### config.mk
export PLATFORM = sky130hd
export DESIGN_NAME = mem_stage
export DESIGN_NICKNAME = d
export VERILOG_FILES = /design/src/logic/arm_mem_pkg.sv /design/src/logic/mem_stage.sv /design/src/logic/lane_align.sv /design/src/logic/ldst_addr_gen.sv
export SDC_FILE = /design/constraint.sdc
export NUM_CORES = 1
export LEC_CHECK = 0
export BUFFER_PORTS_ARGS = -buffer_cell sky130_fd_sc_hd__clkbuf_2
export CAP_MARGIN = 10
export CELL_PAD_IN_SITES_DETAIL_PLACEMENT = 0
export CELL_PAD_IN_SITES_GLOBAL_PLACEMENT = 1
export CORE_MARGIN = 4
export CORE_UTILIZATION = 37
export DETAILED_ROUTE_END_ITERATION = 8
export GPL_TIMING_DRIVEN = 1
export PLACE_DENSITY_LB_ADDON = 0.1
export SETUP_SLACK_MARGIN = 0.2
export SYNTH_ARGS = -nofsm -noshare
export SYNTH_HDL_FRONTEND = slang
export SYNTH_HIERARCHICAL = 1
export SYNTH_SLANG_ARGS = --single-unit
### constraint.sdc
create_clock -name clk -period 12.7 [get_ports clk]
set_input_delay 2.54 -clock clk [delete_from_list [all_inputs] [get_ports clk]]
set_output_delay 2.54 -clock clk [all_outputs]
set_load 0.02 [all_outputs]
### src/logic/arm_mem_pkg.sv
package arm_mem_pkg;

	typedef logic [31:0] word_t;
	typedef logic [3:0] reg_num_t;

	// Single data transfer layout.
	typedef struct packed {
		logic [3:0]  cond;
		logic [1:0]  cls;
		logic        i;
		logic        p;
		logic        u;
		logic        b;
		logic        w;
		logic        l;
		reg_num_t    rn;
		reg_num_t    rd;
		logic [11:0] imm;
	} ldst_view_t;

	// Coarse layout used only to classify the word.
	typedef struct packed {
		logic [3:0]  cond;
		logic [2:0]  cls;
		logic [24:0] rest;
	} cls_view_t;

	typedef union packed {
		ldst_view_t ldst;
		cls_view_t  cls;
	} insn_u;

	typedef enum logic [1:0] {
		ldst,
		block,
		other
	} insn_kind_e;

	typedef struct packed {
		word_t      addr;
		logic       rd;
		logic       wr;
		logic [3:0] strb;
		word_t      wdata;
	} bus_req_t;

	typedef struct packed {
		logic     en;
		reg_num_t num;
		word_t    data;
	} wb_t;

	// A register offset with bit 4 set is the undefined space, not a transfer.
	function automatic insn_kind_e decode_kind(insn_u insn);
		insn_kind_e kind;
		kind = other;
		if (insn.cls.cls[2:1] == 2'b01) begin
			if (!(insn.ldst.i && insn.ldst.imm[4]))
				kind = ldst;
		end else if (insn.cls.cls == 3'b100) begin
			kind = block;
		end
		return kind;
	endfunction

endpackage
### src/logic/mem_stage.sv
`timescale 1ns/1ps

module mem_stage (
	input  logic                  clk,
	input  logic                  reset,
	input  logic                  inbubble,
	input  arm_mem_pkg::word_t    pc,
	input  arm_mem_pkg::insn_u    insn,
	input  arm_mem_pkg::word_t    base,
	input  arm_mem_pkg::word_t    offset,
	output arm_mem_pkg::bus_req_t bus,
	input  logic                  rw_wait,
	input  arm_mem_pkg::word_t    rd_data,
	output arm_mem_pkg::reg_num_t st_read,
	input  arm_mem_pkg::word_t    st_data,
	output logic                  outstall,
	output logic                  outbubble,
	output arm_mem_pkg::word_t    outpc,
	output arm_mem_pkg::word_t    outinsn,
	output arm_mem_pkg::wb_t      wb
);
	import arm_mem_pkg::*;

	insn_kind_e kind;
	word_t indexed;
	word_t xfer_addr;
	word_t st_word;
	word_t ld_data;
	word_t wr_data;
	logic [3:0] strobes;
	logic active;
	logic is_load;
	logic base_wb;
	logic done;
	logic pend;
	logic pend_next;
	wb_t wb_next;

	ldst_addr_gen addr_gen0 (
		.base(base),
		.offset(offset),
		.insn(insn),
		.indexed(indexed),
		.xfer_addr(xfer_addr)
	);

	lane_align align0 (
		.byte_off(xfer_addr[1:0]),
		.is_byte(insn.ldst.b),
		.rd_word(rd_data),
		.st_word(st_word),
		.ld_data(ld_data),
		.wr_data(wr_data),
		.strobes(strobes)
	);

	// The register file has not yet taken the previous writeback, so forward it.
	assign st_read = insn.ldst.rd;
	assign st_word = (wb.en && wb.num == st_read) ? wb.data : st_data;

	always_comb begin
		kind = decode_kind(insn);
		active = !inbubble && kind == ldst;
		is_load = insn.ldst.l;
		base_wb = insn.ldst.w || !insn.ldst.p;
		done = active && !pend && !rw_wait;

		bus.addr = {xfer_addr[31:2], 2'b00};
		bus.rd = active && !pend && is_load;
		bus.wr = active && !pend && !is_load;
		bus.strb = strobes;
		bus.wdata = wr_data;

		// A load with base update keeps upstream one more cycle for the second writeback.
		outstall = active && !pend && (rw_wait || (is_load && base_wb));
	end

	always_comb begin
		wb_next.en = 1'b0;
		wb_next.num = insn.ldst.rd;
		wb_next.data = ld_data;
		if (pend) begin
			wb_next.en = 1'b1;
			wb_next.num = insn.ldst.rn;
			wb_next.data = indexed;
		end else if (done) begin
			if (is_load) begin
				wb_next.en = 1'b1;
			end else if (base_wb) begin
				wb_next.en = 1'b1;
				wb_next.num = insn.ldst.rn;
				wb_next.data = indexed;
			end
		end
		pend_next = done && is_load && base_wb;
	end

	always_ff @(posedge clk) begin
		outpc <= pc;
		outinsn <= insn;
		wb.num <= wb_next.num;
		wb.data <= wb_next.data;
		if (reset) begin
			wb.en <= 1'b0;
			outbubble <= 1'b1;
			pend <= 1'b0;
		end else begin
			wb.en <= wb_next.en;
			outbubble <= inbubble || outstall;
			pend <= pend_next;
		end
	end

endmodule

### src/logic/lane_align.sv
`timescale 1ns/1ps

module lane_align (
	input  logic [1:0]         byte_off,
	input  logic               is_byte,
	input  arm_mem_pkg::word_t rd_word,
	input  arm_mem_pkg::word_t st_word,
	output arm_mem_pkg::word_t ld_data,
	output arm_mem_pkg::word_t wr_data,
	output logic [3:0]         strobes
);
	import arm_mem_pkg::*;

	word_t rot_half;
	word_t rot_byte;

	// Load path: rotate right by halfword, then by byte.
	always_comb begin
		if (byte_off[1])
			rot_half = {rd_word[15:0], rd_word[31:16]};
		else
			rot_half = rd_word;

		if (byte_off[0])
			rot_byte = {rot_half[7:0], rot_half[31:8]};
		else
			rot_byte = rot_half;
	end

	always_comb begin
		if (is_byte)
			ld_data = {24'h000000, rot_byte[7:0]};
		else
			ld_data = rot_byte;
	end

	// Store path. A byte goes to every lane and the strobe picks the one that lands.
	always_comb begin
		if (is_byte) begin
			wr_data = {4{st_word[7:0]}};
			case (byte_off)
				2'd0: strobes = 4'b0001;
				2'd1: strobes = 4'b0010;
				2'd2: strobes = 4'b0100;
				default: strobes = 4'b1000;
			endcase
		end else begin
			wr_data = st_word;
			strobes = 4'b1111;
		end
	end

endmodule

### src/logic/ldst_addr_gen.sv
`timescale 1ns/1ps

module ldst_addr_gen (
	input  arm_mem_pkg::word_t base,
	input  arm_mem_pkg::word_t offset,
	input  arm_mem_pkg::insn_u insn,
	output arm_mem_pkg::word_t indexed,
	output arm_mem_pkg::word_t xfer_addr
);
	import arm_mem_pkg::*;

	word_t sum;
	word_t diff;

	always_comb begin
		sum = base + offset;
		diff = base - offset;
	end

	// U picks the offset direction.
	always_comb begin
		if (insn.ldst.u)
			indexed = sum;
		else
			indexed = diff;
	end

	// Pre-index transfers at the indexed address, post-index at the base.
	always_comb begin
		if (insn.ldst.p)
			xfer_addr = indexed;
		else
			xfer_addr = base;
	end

endmodule

==> impl_metrics.env, run 1 <==
export IMPL_ys_top_cells_by_area="dfxtp_1, mux2_2, ha_1"
export IMPL_finalCritPeriodShare_pct=72.6
export IMPL_ctsRootBufferMaster="clkbuf_16"
export IMPL_path_common_cell="clkbuf_2"
export IMPL_drtIter0Drc=280
export IMPL_critPathLaunchType="input pin"
export IMPL_layout_nets=1357
export IMPL_setup_violations=0
export IMPL_vdd_ir_drop_max_mv=0.0575
export IMPL_worst_path_max_fanout=10
export IMPL_max_cap_viol_count=0
export IMPL_wire_per_inst_um=19.6
export IMPL_synth_cell_type_count=85
export IMPL_async_reset_ff_share_pct=0
export IMPL_gp_congestion=0.885
export IMPL_postRouteAntennaNets=0
export IMPL_portBuffers=370
export IMPL_row_count=51
export IMPL_cts_setup_buffers=0
export IMPL_grt_overflow=0
export IMPL_yosysTopAreaCell="dfxtp_1"
export IMPL_synth_most_common_cell="dfxtp_1"
export IMPL_clkSinkCount=103
export IMPL_path_buf_inv=2
export IMPL_synth_edf_count=0
export IMPL_clock_latency_ns=0.34
export IMPL_ys_flop_type="dfxtp_1"
export IMPL_synth_top_area_share_pct=27.4
export IMPL_layout_setup_ws_ns=3.49
export IMPL_cts_inserted_buffers=9
export IMPL_final_area_mm2=0.00963
export IMPL_worst_path_largest_cell_delay_ns=0.58
export IMPL_hold_slack_ns=0.512
export IMPL_firstDrtPassIters=6
export IMPL_drc=0
export IMPL_io_pins=373
export IMPL_avgViaCountPerCell=4.99
export IMPL_grt_max_degree=44
export IMPL_clk_path_buf_depth=2
export IMPL_drive_above_1_share_pct=46.5
export IMPL_cellPowerDensity_mw_per_mm2=119
export IMPL_first_global_vias=6813
export IMPL_hold_buffers=0
export IMPL_cp_depth=15
export IMPL_instances_no_fill=1397
export IMPL_grt_pass1_wl_mm=39.5
export IMPL_min_path_type="flip-flop to flip-flop"
export IMPL_place_hpwl_mm=23.8
export IMPL_final_util_pct=48.8
export IMPL_vias=6973
export IMPL_power_mw=1.14
export IMPL_crit_path_end_kind="primary output"
export IMPL_finalHoldViolCount=0
export IMPL_crit_chain="clkbuf_2 -> or4_4 -> nor4_2 -> a21o_1 -> o21a_1 -> o21ai_1 -> xor2_1 -> ha_1 -> nand4_1 -> or3_2 -> nor3_1 -> nor4_1 -> or4_1 -> o211ai_2 -> clkbuf_2"
export IMPL_dpl_cell_area_mm2=0.00931
export IMPL_synthToLayoutAreaGrowth_pct=28.0
export IMPL_ys_seq_area_share_pct=27.4
export IMPL_wl_mm=27.4
export IMPL_grt_use_total_pct=22.9
export IMPL_status="finished, final reports clean"
export IMPL_max_slew_worst_pin_slew_ns=0.922
export IMPL_clk_pin_slew_ns=0.07
export IMPL_core_area_mm2=0.0197
export IMPL_rr_worst_depth=5
export IMPL_holdPathStages=2
export IMPL_cts_tree="yes"
export IMPL_synth_seq_cells=103
export IMPL_ys_warn_count=6
export IMPL_die_area_mm2=0.0227
export IMPL_cp_required_ns=10.16
export IMPL_rsz0062_at_grt="no"
export IMPL_post_cts_resized=0
export IMPL_slew_headroom_pct=38.5
export IMPL_p_leak_nw=4.81
export IMPL_max_freq_ghz=0.109
export IMPL_slowest_stage="or4_4"
export IMPL_synthCells=788
export IMPL_maxSlewViolCount=0
export IMPL_antenna_found_initial=6
export IMPL_finalSetupTns_ns=0
export IMPL_critPathKind="input pin to primary output"
export IMPL_synthTopCellsByCount="dfxtp_1, mux2_2, o21ai_0"
export IMPL_die_x_um=151
export IMPL_min_period_ns=9.21
export IMPL_finClkSkew_ns=0.00982
export IMPL_die_h_um=151
export IMPL_cts_htree_levels=3
export IMPL_dp_cells=1375
export IMPL_pre_cts_ws_ns=3.45
export IMPL_start_util_pct=38.1
export IMPL_cp_arrival_ns=6.67
export IMPL_syn_mean_instance_area_um2=9.54
export IMPL_synthesis_area_mm2=0.00752
export IMPL_cp_top_family="simple AND/OR/NAND/NOR gates"
-- final timing paths --
kind | start | end | slack, ns
worst min register to register | pend | wb[36] | 0.51
worst max register to register | pend | wb[13] | 10.59
worst min-delay path | pend | wb[36] | 0.51
worst max-delay path | offset[5] | bus[69] | 3.49
-- state kept, by name, indices dropped and copies added, names as in the netlist --
| signal | cells |
|---|---|
| outbubble | 1 |
| wb | 37 |
| pend | 1 |
| outinsn | 32 |
| outpc | 32 |
-- layout make-up --
type / instances / area (um2)
clock inverters: 6 / 77.6
clock buffers: 10 / 229
diodes: 6 / 15.0
fillers: 2011 / 10100
flip-flops and latches: 103 / 2060
multi-input cells: 586 / 4850
well taps: 265 / 332
inverters: 47 / 176
repair buffers: 374 / 1880
-- worst register-to-register path, cell delays in order (launching register included) --
cell	delay, ns
dfxtp_1	0.35
or4b_4	0.52
a211oi_4	0.25
a31oi_4	0.11
buf_4	0.34
mux2_4	0.42
-- kinds of logic (layout without fill, tap and decap cells) --
group                      after synthesis  in the layout  share of synthesized area (%)
AOI/OAI and AO/OA                      180            180                           15.7
and+or+nand+nor                        171            171                           12.7
muxes                                  131            131                           21.8
DFF                                    103            103                           27.4
other                                    1              8                         0.0499
adders and majority gates               40             40                           6.76
xor gates and xnor gates                62             62                           7.47
buffers and inverters                  100            437                           8.15
-- placed cells by master (no fill, tap or decap), types with 4 or more instances in the layout --
cell,n
nand3_1,4
a21o_1,6
xnor2_1,19
nor4_1,5
dfxtp_1,103
a31oi_1,5
buf_4,4
ha_1,39
xor2_1,42
o22ai_1,24
o21ai_1,6
and2_1,4
nor3_1,16
nand2_1,45
o21bai_1,4
nand4_1,9
or4_4,4
or3_1,5
nor2b_1,5
mux4_2,8
mux2_2,61
diode_2,6
mux2_4,30
clkbuf_2,370
clkbuf_16,9
nor2_1,40
nand2b_1,7
inv_1,46
a21oi_1,47
mux2i_1,32
o21ai_0,48
-- metal layers --
layer	vias up	GRT usage (%)	wire, um
li1	3509	-	-
met1	3203	26.2	10700
met2	222	41.9	14200
met3	39	3.67	1650
met4	0	9.56	901
met5	-	0	0
-- where the power goes --
part / total (mW) / switching (mW) / leakage (nW) / internal, mW
combinational: 0.496 / 0.300 / 3.80 / 0.195
clock: 0.282 / 0.126 / 0.147 / 0.156
sequential: 0.365 / 0.0135 / 0.866 / 0.351
Note: power is estimated with default switching activity, not from simulation.
==> run 2, diff against run 1 <==
--- a/config.mk
+++ b/config.mk
@@ -5,12 +5,13 @@
 export SDC_FILE = /design/constraint.sdc
 export NUM_CORES = 1
 export LEC_CHECK = 0
+export ABC_AREA = 1
 export BUFFER_PORTS_ARGS = -buffer_cell sky130_fd_sc_hd__clkbuf_2
 export CAP_MARGIN = 10
 export CELL_PAD_IN_SITES_DETAIL_PLACEMENT = 0
 export CELL_PAD_IN_SITES_GLOBAL_PLACEMENT = 1
 export CORE_MARGIN = 4
-export CORE_UTILIZATION = 37
+export CORE_UTILIZATION = 29
 export DETAILED_ROUTE_END_ITERATION = 8
 export GPL_TIMING_DRIVEN = 1
 export PLACE_DENSITY_LB_ADDON = 0.1
==> constraint.sdc (replaced) <==
create_clock -name clk -period 8.4 [get_ports clk]
set_input_delay 1.68 -clock clk [delete_from_list [all_inputs] [get_ports clk]]
set_output_delay 1.68 -clock clk [all_outputs]
set_load 0.02 [all_outputs]
==> impl_metrics.env, run 2 <==
export IMPL_async_reset_ff_share_pct=0
export IMPL_holdPathStages=5
export IMPL_cts_setup_buffers=0
export IMPL_finClkSkew_ns=0.00776
export IMPL_synthAdderAreaFrac_pct=6.09
export IMPL_crit_path_end_kind="primary output"
export IMPL_finalSetupTns_ns=0
export IMPL_holdPathEnd="wb[36]"
export IMPL_use_met2_pct=40.8
export IMPL_die_h_um=178
export IMPL_synthesis_area_mm2=0.00834
export IMPL_p_leak_nw=6.33
export IMPL_cts_inserted_buffers=9
export IMPL_ys_top_cells_by_area="nand2_1, dfxtp_1, nand3_1"
export IMPL_r2r_setup_slack_ns=6.45
export IMPL_synth_seq_cells=103
export IMPL_synth_compound_area_share_pct=3.21
export IMPL_grt_overflow=0
export IMPL_pwr_share_seq_pct=31.3
export IMPL_io_pins=373
export IMPL_cp_required_ns=6.72
export IMPL_layout_nets=1974
export IMPL_clkSinkCount=103
export IMPL_die_area_mm2=0.0315
export IMPL_start_util_pct=29.7
export IMPL_avgViaCountPerCell=4.50
export IMPL_critPathKind="input pin to primary output"
export IMPL_clk_path_buf_depth=2
export IMPL_finalCritPeriodShare_pct=77.2
export IMPL_hp_start="pend"
export IMPL_status="finished, final reports clean"
export IMPL_syn_mean_instance_area_um2=5.91
export IMPL_yosysTopAreaCell="nand2_1"
export IMPL_min_period_ns=6.48
export IMPL_drtIter0Drc=480
export IMPL_largest_reg_flops=37
export IMPL_grt_pass1_wl_mm=54.3
export IMPL_layout_setup_ws_ns=1.92
export IMPL_synth_cell_type_count=45
export IMPL_die_x_um=178
export IMPL_synth_top_family_by_area="simple AND/OR/NAND/NOR gates"
export IMPL_synthToLayoutAreaGrowth_pct=27.4
export IMPL_worst_path_max_fanout=35
export IMPL_ys_flop_type="dfxtp_1"
export IMPL_largest_register="wb"
export IMPL_synth_top_area_share_pct=29.0
export IMPL_wire_per_inst_um=17.2
export IMPL_synthCells=1411
export IMPL_max_cap_viol_count=0
export IMPL_grtUsageMet3_pct=2.64
export IMPL_dp_cells=2105
export IMPL_post_cts_resized=0
export IMPL_max_freq_ghz=0.154
export IMPL_r2r_end="wb[10]"
export IMPL_cp_arrival_ns=4.80
export IMPL_hold_buffers=0
export IMPL_power_internal_mw=0.997
export IMPL_nFillCells=3302
export IMPL_place_hpwl_mm=31.1
export IMPL_antenna_found_initial=1
export IMPL_synthTopCellsByCount="nand2_1, nor2_1, inv_1"
export IMPL_min_path_type="flip-flop to flip-flop"
export IMPL_row_count=61
export IMPL_postRouteAntennaNets=0
export IMPL_cts_htree_levels=3
export IMPL_top_usage_layer="met2"
export IMPL_synth_edf_count=0
export IMPL_switching_share_pct=43.9
export IMPL_grt_max_degree=59
export IMPL_ys_seq_area_share_pct=24.7
export IMPL_portBuffers=370
export IMPL_final_util_pct=37.8
export IMPL_comb_power_share_pct=44.0
export IMPL_first_global_vias=9523
export IMPL_ctsRootBufferMaster="clkbuf_16"
export IMPL_setup_violations=0
export IMPL_critPathLaunchType="input pin"
export IMPL_finalHoldViolCount=0
export IMPL_synth_most_common_cell="nand2_1"
export IMPL_pre_cts_ws_ns=1.89
export IMPL_clock_latency_ns=0.36
export IMPL_vdd_ir_drop_max_mv=0.0935
export IMPL_p_clk_share_pct=24.8
export IMPL_final_cell_mix="nand2_1, clkbuf_2, nor2_1"
export IMPL_slew_headroom_pct=26.7
export IMPL_gp_congestion=0.886
export IMPL_synth_mux_area_share_pct=0
export IMPL_rr_worst_depth=7
export IMPL_ys_warn_count=6
export IMPL_power_mw=1.78
export IMPL_drc=0
export IMPL_max_slew_worst_pin_slew_ns=1.10
export IMPL_clk_pin_slew_ns=0.08
export IMPL_wl_mm=36.5
export IMPL_r2r_start="pend"
export IMPL_reg_top3="wb x37, outinsn x32, outpc x32"
export IMPL_grt_use_total_pct=22.4
export IMPL_cellPowerDensity_mw_per_mm2=167
export IMPL_maxSlewViolCount=0
export IMPL_synthSimpleGateAreaFrac_pct=50.2
export IMPL_synth_xor_area_share_pct=4.99
export IMPL_firstDrtPassIters=5
export IMPL_drive_above_1_share_pct=26.0
export IMPL_rsz0062_at_grt="no"
export IMPL_power_switching_mw=0.780
export IMPL_mostFrequentLayoutCell="nand2_1"
export IMPL_core_area_mm2=0.0281
export IMPL_cts_tree="yes"
export IMPL_instances_no_fill=2122
export IMPL_met1_usage_pct=27.7
export IMPL_vias=9542
-- run 2: cell families (layout without fill, tap and decap cells) --
kind of cell | after synthesis | in the layout
compound gates | 47 | 47
fa+ha+maj | 40 | 40
xor+xnor | 45 | 45
other cells | 1 | 3
flops | 103 | 103
buf+inv | 188 | 519
simple gates | 987 | 987
-- run 2: metal layers --
metal	vias to the layer above	share of wire, %
li1	5025	-
met4	0	2.7
met3	36	5.1
met5	-	0
met2	294	50
met1	4187	42
-- run 2: layout make-up --
type	instances	area, um2	share of cell area, %
Multi-Input combinational cell	1121	5390	50.7
Inverter	124	473	4.45
Timing Repair Buffer	379	1920	18.1
Clock buffer	9	225	2.12
Sequential cell	103	2060	19.4
Clock inverter	7	86.3	0.812
Tap cell	378	473	4.45
Antenna cell	1	2.50	0.0235
-- run 2: power by group through the flow --
stage | Combinational [mW] | Sequential (mW) | Clock, mW
4_1_cts | 0.794 | 0.556 | 0.450
3_5_place_dp | 0.791 | 0.567 | 0
6_report | 0.781 | 0.556 | 0.440
5_1_grt | 0.875 | 0.559 | 0.466
3_3_place_gp | 0.793 | 0.566 | 0
2_1_floorplan | 0.467 | 0.607 | 0
-- run 2: per-stage QoR --
step | instance area [um2] | hold WS (ns)
2_1_floorplan | 8350 | 0.572
3_5_place_dp | 10300 | 0.674
3_3_place_gp | 10300 | 0.671
5_1_grt | 10600 | 0.744
6_report | 10600 | 0.683
4_1_cts | 10600 | 0.686
-- run 2: worst max path at each step --
stage	endpoint	depth (start not counted)	from
6_report	bus[35]	10	insn[23]
5_1_grt	bus[56]	17	insn[23]
4_1_cts	bus[35]	10	insn[23]
3_5_place_dp	bus[35]	10	insn[23]
3_3_place_gp	bus[47]	14	insn[23]
2_1_floorplan	bus[66]	18	offset[0]
-- run 2: critical path: stages --
cell,delay (ns)
clkbuf_2,0.30
clkinv_1,0.56
o21ai_0,0.66
fa_1,0.55
nand2_1,0.09
nand2_1,0.05
buf_4,0.25
inv_8,0.26
o21ai_0,0.15
clkbuf_2,0.21
